==> src/camCfg_macros.svh <==
`ifndef CAMCFG_MACROS_SVH
`define CAMCFG_MACROS_SVH

// sensor on the I2C bus
`define CAM_I2C_ADDR     8'h6C    // write address, read is 0x6D
`define CAM_ID_REG       16'h300B // chip ID register
`define CAM_EXPECTED_ID  8'h88

// script layout
`define DELAY_TAG        8'hAA    // address field of a wait entry
`define SCRIPT_LEN       18

// bus and sequencer timing, in CLK_400K cycles
`define BIT_PHASES       4        // one I2C bit
`define XFER_GAP         8'd3     // idle after each transfer
`define RETRY_GAP        8'd5     // idle before the ID read is repeated

// white balance gains, 14 bit
// each one goes out as upper 8 bits, then lower 6 bits
`define RED_GAIN         14'h44A
`define GREEN_GAIN       14'h4C0
`define BLUE_GAIN        14'h400

`endif

==> src/camCfgPkg.sv <==
package camCfgPkg;

	typedef logic [7:0]  slaveAddr_t;   // address byte, R/W in bit 0
	typedef logic [15:0] regAddr_t;     // sensor register
	typedef logic [7:0]  regData_t;     // register value or chip ID
	typedef logic [31:0] scriptEntry_t; // {addr, reg, data}
	typedef logic [4:0]  scriptIndex_t;
	typedef logic [7:0]  gapCount_t;

	typedef enum logic [3:0] {
		ctrlPtrStart,
		ctrlPtrWait,
		ctrlPtrGap,
		ctrlReadStart,
		ctrlReadWait,
		ctrlReadGap,
		ctrlIdCheck,
		ctrlRetryGap,
		ctrlFetch,     // table latency
		ctrlDecode,
		ctrlWriteWait,
		ctrlStepGap,   // post-write gap or wait entry
		ctrlReleased
	} ctrlState_t;

	typedef enum logic [2:0] {
		xferIdle, xferStart, xferShift, xferAck, xferStop, xferDone
	} xferState_t;

endpackage

==> src/i2cReadXfer.sv <==
`timescale 1ns/1ns
`include "camCfg_macros.svh"

module i2cReadXfer (
	input  logic                  CLK_400K,
	input  logic                  RESET_N,
	input  logic                  readStart,
	input  camCfgPkg::slaveAddr_t readSlave,
	input  logic                  sdaIn,
	output logic                  sclOut,
	output logic                  sdaOut,
	output logic                  readDone,
	output camCfgPkg::regData_t   readData
);

	camCfgPkg::xferState_t state;
	logic [1:0] phase;
	logic [2:0] bitCount;
	logic       dataByte; // second byte, driven by the sensor
	logic [7:0] addrShift;
	logic [7:0] shiftIn;
	logic       phaseEnd;
	logic       sclHigh;
	logic       sclNext;
	logic       sdaNext;

	assign phaseEnd = (phase == 2'(`BIT_PHASES - 1));
	assign sclHigh = (phase != 2'd0) && !phaseEnd;
	assign readDone = (state == camCfgPkg::xferDone);

	always_ff @(posedge CLK_400K) begin
		if (!RESET_N) begin
			state <= camCfgPkg::xferIdle;
			phase <= '0;
			bitCount <= '0;
			dataByte <= 1'b0;
		end else begin
			phase <= (state == camCfgPkg::xferIdle) ? 2'd0 : phase + 2'd1;
			case (state)
				camCfgPkg::xferIdle: begin
					dataByte <= 1'b0;
					if (readStart) begin
						state <= camCfgPkg::xferStart;
					end
				end
				camCfgPkg::xferStart: begin
					if (phaseEnd) begin
						state <= camCfgPkg::xferShift;
						bitCount <= '0;
					end
				end
				camCfgPkg::xferShift: begin
					if (phaseEnd) begin
						bitCount <= bitCount + 3'd1;
						if (bitCount == 3'd7) begin
							state <= camCfgPkg::xferAck;
						end
					end
				end
				camCfgPkg::xferAck: begin
					if (phaseEnd) begin
						dataByte <= 1'b1;
						state <= dataByte ? camCfgPkg::xferStop : camCfgPkg::xferShift;
					end
				end
				camCfgPkg::xferStop: begin
					if (phaseEnd) begin
						state <= camCfgPkg::xferDone;
					end
				end
				default: state <= camCfgPkg::xferIdle;
			endcase
		end
	end

	always_ff @(posedge CLK_400K) begin
		if (state == camCfgPkg::xferIdle && readStart) begin
			addrShift <= {readSlave[7:1], 1'b1}; // read bit
		end else if (state == camCfgPkg::xferShift && !dataByte && phaseEnd) begin
			addrShift <= {addrShift[6:0], 1'b0};
		end
		if (state == camCfgPkg::xferShift && dataByte && phase == 2'(`BIT_PHASES / 2)) begin
			shiftIn <= {shiftIn[6:0], sdaIn}; // middle of SCL high
		end
		if (state == camCfgPkg::xferStop && phaseEnd) begin
			readData <= shiftIn;
		end
	end

	always_comb begin
		sclNext = 1'b1;
		sdaNext = 1'b1;
		case (state)
			camCfgPkg::xferStart: sdaNext = (phase < 2'(`BIT_PHASES / 2));
			camCfgPkg::xferShift: begin
				sclNext = sclHigh;
				sdaNext = dataByte ? 1'b1 : addrShift[7];
			end
			camCfgPkg::xferAck: sclNext = sclHigh; // nack after the data byte
			camCfgPkg::xferStop: begin
				sclNext = (phase != 2'd0);
				sdaNext = (phase >= 2'(`BIT_PHASES / 2));
			end
			default: ;
		endcase
	end

	always_ff @(posedge CLK_400K) begin
		if (!RESET_N) begin
			sclOut <= 1'b1;
			sdaOut <= 1'b1;
		end else begin
			sclOut <= sclNext;
			sdaOut <= sdaNext;
		end
	end

endmodule

==> config.mk <==
export PLATFORM = sky130hd
export DESIGN_NAME = i2cReadXfer
export DESIGN_NICKNAME = d
export VERILOG_FILES = /design/src/camCfgPkg.sv /design/src/i2cReadXfer.sv
export VERILOG_INCLUDE_DIRS = /design/src
export SDC_FILE = /design/constraint.sdc
export NUM_CORES = 1
export LEC_CHECK = 0
export BUFFER_PORTS_ARGS = -buffer_cell sky130_fd_sc_hd__buf_2
export CORE_MARGIN = 4
export CORE_UTILIZATION = 35
export CTS_BUF_LIST = sky130_fd_sc_hd__clkbuf_4 sky130_fd_sc_hd__clkbuf_8 sky130_fd_sc_hd__clkbuf_16
export DETAILED_ROUTE_END_ITERATION = 10
export GPL_ROUTABILITY_DRIVEN = 1
export HOLD_SLACK_MARGIN = 0.06
export PLACE_DENSITY = 0.61
export SLEW_MARGIN = 20
export SYNTH_ARGS = -nofsm -noshare
export SYNTH_HDL_FRONTEND = slang
export SYNTH_SLANG_ARGS = --single-unit
export TNS_END_PERCENT = 100
==> constraint.sdc <==
create_clock -name CLK_400K -period 1.91 [get_ports CLK_400K]
set_clock_uncertainty 0.1 [all_clocks]
set_input_delay 0.2865 -clock CLK_400K [delete_from_list [all_inputs] [get_ports CLK_400K]]
set_output_delay 0.2865 -clock CLK_400K [all_outputs]
set_load 0.01 [all_outputs]
==> flow_summary.yaml, run 1 <==
pwr:
  power.static_leakage_nw: 0.699
  power.ir.vdd_worst_mv: 0.399
  switching_power_w: 0.000343
  comb_power_share_pct: 5.9
  power_frac_clock_pct: 41.8
  internal_power_w: 0.00125
  power.sequential.fraction_pct: 52.3
  pwr_density_cell_nw_per_um2: 888
  switching_share_pct: 21.5
worst_setup_path:
  crit_path_max_incr_delay_ns: 0.55
  start_kind: "flop"
  worst-endpoint-arrival_ns: 1.38
  worstSetupEndpointType: "primary output"
  r2r_start: "state[1]"
  worstSetupPathType: "flop to primary output"
  cpMaxStageDelayCell: "dfxtp_1"
  reg2reg_setup_slack_ns: 0.16
  timing.critical_path.required_ns: 1.52
  regToRegEndpoint: "shiftIn[7]"
  path_max_fanout: 9
  r2r_cell_count: 2
  crit_path_cell_trace: "buf_4, and3b_1, buf_2"
sta:
  slew_limit_fails: 0
  slew_headroom_pct: 58.4
  grt_setup_unrepaired: "false"
  period_minus_slack_ns: 1.76
  worst_slew_pin_slew_ns: 0.622
  fin_setup_tns_ns: 0
  finalSetupViolCount: 0
  holdWs_ns: 0.137
  final_hold_violating_endpoints: 0
  max_freq_ghz: 0.567
  fin_crit_sh_pct: 92.3
clock_tree:
  cts_root_buf: "clkbuf_8"
  clock_sinks: 35
  ctsLongestPathBuffers: 2
  cts_htree_levels: 2
  clk_latency_ns: 0.29
  clk_transition_reported_paths_ns: 0.07
  num_cts_buffers: 5
  cts.repair_timing.setup_buffer_count: 0
  cts_tree: "built"
grt:
  groute.layer.met3.usage_pct: 4.92
  global_route.overflow_total: 0
  gr-max-usage-layer: "met2"
  grtUsageTotal_pct: 11.1
  grt_antenna_before_repair: 0
  global_route_wire_length_before_repair_mm: 4.44
  largest_net_degree_at_the_start_of_global_routing: 15
  fraction_of_met2_tracks_used_by_global_routing_pct: 15.6
  groute.layer.met1.usage_pct: 14.2
  first_global_vias: 926
floorplanning:
  top_level_ports: 23
  initial_utilization_pct: 37.1
  die_extent_in_x_um: 73.8
  die_area_um2: 5450
  fp-row-count: 23
  core-area_um2: 4090
  die_h_um: 73.8
synthesis:
  syn_avg_cell_area_um2: 13.7
  async_flop_share_pct: 0
  synth.ff_latch_count: 35
  synth_cell_types: 37
  ys.flop_type: "edfxtp_1"
  syn-num-nets: 128
  post_synth_inst_count: 111
  seq_area_frac_synth_pct: 61.4
  mappedNetlistArea_um2: 1520
  warnings_from_yosys: 0
  synth-edff-count: 23
place:
  placement.io_buffers: 21
  place.detailed.hpwl_mm: 1.90
  gp_routability_congestion: 0.763
finish:
  final_cell_mix: "edfxtp_1 (23), buf_2 (21), dfxtp_1 (12), a22o_1 (7)"
  num_antenna_cells: 0
  layout_commonest_cell: "edfxtp_1"
  flow.area_growth_from_synthesis_pct: 18.6
  post_route_cells_drive_above_1_share_pct: 30.5
  layout.filler_cells: 396
  finish.net_count: 157
hold_path:
  holdCritPathClass: "primary input to flop"
  min_to: "sclOut"
  min_path_cells: 2
  hold_path_startpoint: "RESET_N"
routing:
  drt_first_iter_violations: 42
  routed_wire_length_per_instance_um: 14.2
  vias: 1006
  post_drt_via_cell_ratio: 5.27
  ant_nets: 0
  drc: 0
  drt-total-wl_mm: 2.71
  first_pass_detailed_route_iteration_total: 4
run:
  max_cap_violations: 0
run_status:
  status: "finished clean"
## area by class of cell
cell class              count  area [um2]  share of cell area (%)
multi-input cells          66         518                    28.8
clock buffers               5        68.8                    3.82
inverters                   4        15.0                   0.834
well taps                  50        62.6                    3.48
repair buffers             28         160                    8.90
flip-flops and latches     35         931                    51.7
clock inverters             3        43.8                    2.43
## state kept, by name (all words and copies together) (netlist names)
name and cells:
addrShift 8, bitCount 3, dataByte 1, phase 2, readData 8, sclOut 1, sdaOut 1, shiftIn 8
state 3
## cells by family (layout without fill, tap and decap cells)
| kind of cell | after synthesis | after routing | share of synthesized area, % |
|---|---|---|---|
| adder cells (fa/ha/maj) | 5 | 5 | 4.13 |
| AND/OR/NAND/NOR | 32 | 32 | 16.0 |
| AO/OA/AOI/OAI | 28 | 28 | 13.2 |
| buffers and inverters | 10 | 40 | 4.62 |
| multiplexers | 1 | 1 | 0.660 |
| flip-flops | 35 | 35 | 61.4 |
## cell usage after synthesis (2+ instances only)
master	instances	share of area (%)
nand2_1	2	0.50
o21ai_1	4	1.3
inv_1	4	0.99
edfxtp_1	23	46
buf_6	4	3.0
buf_2	2	0.66
a21oi_1	5	1.6
dfxtp_1	12	16
and4bb_1	2	1.6
and3_1	2	0.82
o21ai_0	6	2.0
nand2b_1	2	0.82
nor3b_1	2	0.99
a22o_1	7	4.0
ha_1	5	4.1
and2_1	3	1.2
and3b_1	2	1.2
nor2_1	5	1.2
## worst max-delay path: cells and delay by family (launching register included)
family / cells / cell delay (ns)
flops: 1 / 0.55
simple gates: 1 / 0.17
buf+inv: 2 / 0.36
## per-stage QoR
stage          area (um2)  power, W  cells  utilization (%)  setup slack (ns)
3_3_place_gp         1670  0.000940    182             41.0             0.133
3_5_place_dp         1670  0.000945    182             41.0            0.0873
4_1_cts              1800   0.00162    191             44.0            0.0520
5_1_grt              1800   0.00166    191             44.0           0.00630
6_report             1800   0.00160    191             44.0             0.147
2_1_floorplan        1520  0.000918    111                -             0.195
## repair_timing
item                                    4_1_cts  5_1_grt
resized for setup                             0        1
endpoints found under the setup margin        0        7
hold endpoints to repair                      1        0
hold buffers                                  1        0
## layer usage
layer / share of wire (%) / wire length, um
met5: 0 / 0
met4: 2.3 / 61
met2: 45 / 1220
met3: 8.1 / 218
met1: 45 / 1210
## power groups by stage
stage,clock (W),combinational [W],sequential [W]
floorplan,0,0.0000713,0.000846
global placement,0,0.0000881,0.000851
detailed placement,0,0.0000929,0.000852
CTS,0.000692,0.0000948,0.000835
global route,0.000722,0.000105,0.000837
finish,0.000668,0.0000945,0.000835
## worst max path at each step
stage	to	slack, ns	depth (start not counted)	start
2_1_floorplan	addrShift[1]	0.19	4	phase[1]
3_3_place_gp	addrShift[1]	0.13	4	phase[1]
3_5_place_dp	addrShift[2]	0.09	4	phase[1]
4_1_cts	addrShift[1]	0.05	4	phase[1]
5_1_grt	shiftIn[7]	0.006	2	state[1]
6_report	readDone	0.15	3	state[1]
No activity file was read; power rests on OpenSTA's default activity.
==> inputs of run 2 (changes only) <==
ABC_AREA = 1   (was unset)
PLACE_DENSITY = 0.62   (was 0.61)
==> flow_summary.yaml, run 2 <==
routing:
  drc: 0
  drt_first_iter_violations: 38
  first_pass_detailed_route_iteration_total: 4
  drt-total-wl_mm: 2.68
  ant_nets: 0
  routed_wire_length_per_instance_um: 11.7
  post_drt_via_cell_ratio: 4.64
  vias: 1063
pwr:
  switching_share_pct: 31.3
  switching_power_w: 0.000717
  power.static_leakage_nw: 0.768
  total_power_w: 0.00229
  power.sequential.fraction_pct: 43.1
  power.ir.vdd_worst_mv: 0.662
  internal_power_w: 0.00157
  pwr_density_cell_nw_per_um2: 1260
  power_frac_clock_pct: 28.7
  comb_power_share_pct: 28.2
finish:
  finish.cell_count_without_fillers: 229
  num_antenna_cells: 0
  finish.net_count: 195
  multiInputGateArea_um2: 470
  final_cell_mix: "nand2_1 (29), edfxtp_1 (23), buf_2 (21), nand3_1 (14), nor2_1 (14)"
  layout_commonest_cell: "nand2_1"
  layout.filler_cells: 379
  post_route_cells_drive_above_1_share_pct: 28.5
  seq_area_um2: 931
  biggest_regs: "addrShift (8), readData (8), shiftIn (8)"
  flow.area_growth_from_synthesis_pct: 21.0
hold_path:
  hold_path_startpoint: "sdaIn"
  holdCritPathClass: "primary input to flop"
  min_to: "shiftIn[0]"
  min_path_cells: 1
synthesis:
  most_instantiated_library_cell_after_synthesis: "nand2_1"
  synth_top_area_cell: "edfxtp_1"
  netlist_top_cells_area: "edfxtp_1 (46%), dfxtp_1 (16%), nand2_1 (7.3%), nand3_1 (4.7%), ha_1 (4.2%)"
  synth-edff-count: 23
  syn_avg_cell_area_um2: 10.4
  synth_top_area_share_pct: 46.1
  synth.ff_latch_count: 35
  seq_area_frac_synth_pct: 62.1
  mappedNetlistArea_um2: 1500
  async_flop_share_pct: 0
  netlist_top_cells_count: "nand2_1 (29), edfxtp_1 (23), nand3_1 (14), nor2_1 (14), dfxtp_1 (12)"
  warnings_from_yosys: 0
  ys.flop_type: "edfxtp_1"
  post_synth_inst_count: 144
  synth_cell_types: 22
  syn-num-nets: 161
worst_setup_path:
  worstSetupPathType: "flop to flop"
  path_max_fanout: 7
  reg2reg_setup_slack_ns: 0.17
  cp.buffers_inverters: 1
  regToRegEndpoint: "addrShift[6]"
  worst-endpoint-arrival_ns: 1.56
  cpMaxStageDelayCell: "dfxtp_1"
  worst-path-stages: 5
  worstSetupEndpointType: "flop"
  crit_path_cell_trace: "ha_1, inv_1, nor2_4, nand2_1, o21ai_1"
  r2r_start: "phase[1]"
  timing.critical_path.required_ns: 1.73
  r2r_cell_count: 5
  start_kind: "flop"
  crit_path_max_incr_delay_ns: 0.40
  worst_path_dominant_cell_family: "flip-flops"
clock_tree:
  clk_latency_ns: 0.29
  clk_transition_reported_paths_ns: 0.07
  cts_root_buf: "clkbuf_8"
  cts_tree: "built"
  ctsLongestPathBuffers: 2
  cts_htree_levels: 2
  num_cts_buffers: 5
  clock_sinks: 35
  cts.repair_timing.setup_buffer_count: 0
floorplanning:
  fp-row-count: 23
  die_area_um2: 5390
  top_level_ports: 23
  core-area_um2: 4060
  die_extent_in_x_um: 73.4
  initial_utilization_pct: 36.9
  die_h_um: 73.4
sta:
  worst_slack_ns: 0.170
  worst_slew_pin_slew_ns: 0.619
  slew_limit_fails: 0
  finalSetupViolCount: 0
  slew_headroom_pct: 58.4
  max_freq_ghz: 0.575
  fin_crit_sh_pct: 91.1
  period_minus_slack_ns: 1.74
  grt_setup_unrepaired: "false"
  fin_setup_tns_ns: 0
  final_hold_violating_endpoints: 0
place:
  gp_routability_congestion: 0.795
  placement.io_buffers: 21
  placed_cells: 221
  place_worst_setup_slack_ns: 0.0774
  place.detailed.hpwl_mm: 2.00
grt:
  global_route.overflow_total: 0
  global_route_wire_length_before_repair_mm: 4.40
  grt_antenna_before_repair: 0
  largest_net_degree_at_the_start_of_global_routing: 13
  grtUsageTotal_pct: 10.8
  first_global_vias: 1086
run_status:
  status: "finished clean"
run:
  max_cap_violations: 0
## run 2: worst reg2reg max path, delay by kind of cell (launching register included)
family	cells	cell delay [ns]
DFF	1	0.40
AOI/OAI and AO/OA	1	0.34
adders and majority gates	1	0.24
and+or+nand+nor	2	0.18
buffers and inverters	1	0.10
## run 2: cell families after synthesis
logic type / after synthesis / synth area share (%)
DFF: 35 / 62.1
buffers and inverters: 19 / 6.51
and+or+nand+nor: 70 / 22.0
adders and majority gates: 5 / 4.17
AOI/OAI and AO/OA: 15 / 5.26
## run 2: how the worst max path moves through the flow
stage / startpoint / to
finish: phase[1] / addrShift[6]
global route: phase[1] / addrShift[3]
CTS: state[0] / addrShift[6]
detailed placement: state[0] / addrShift[6]
global placement: state[0] / addrShift[6]
floorplan: state[2] / shiftIn[0]
## run 2: cell type report
cell class,instances,area share [%]
clock inverters,3,2.42
inverters,15,3.11
multi-input cells,90,25.9
well taps,50,3.45
flip-flops and latches,35,51.3
repair buffers,31,9.94
clock buffers,5,3.80
## run 2: routing by layer
layer,up-vias,wire [um],track usage [%]
met2,26,1340,19.2
met1,483,1120,10.6
met3,9,170,4.51
met5,-,0,0
li1,545,-,-
met4,0,57,5.43
## run 2: what timing repair did
action / in CTS / in global routing
setup endpoints to repair: 0 / 4
hold buffers: 0 / 0
gates resized for setup: 0 / 1
## run 2: power by group through the flow
stage                     clock network [W]  logic, W  registers, W
final                              0.000657  0.000645      0.000986
after global routing               0.000709  0.000718      0.000993
after CTS                          0.000679  0.000643      0.000988
after detailed placement                  0  0.000631       0.00100
after global placement                    0  0.000617      0.000999
after floorplan                           0  0.000451       0.00101
## run 2: through the flow
stage                     area [um2]  hold WS (ns)  utilization, %
after CTS                       1810        0.0658            44.7
after detailed placement        1700         0.312            41.9
after global placement          1700         0.304            41.9
after global routing            1810        0.0630            44.7
final                           1810        0.0751            44.7
after floorplan                 1500         0.285               -
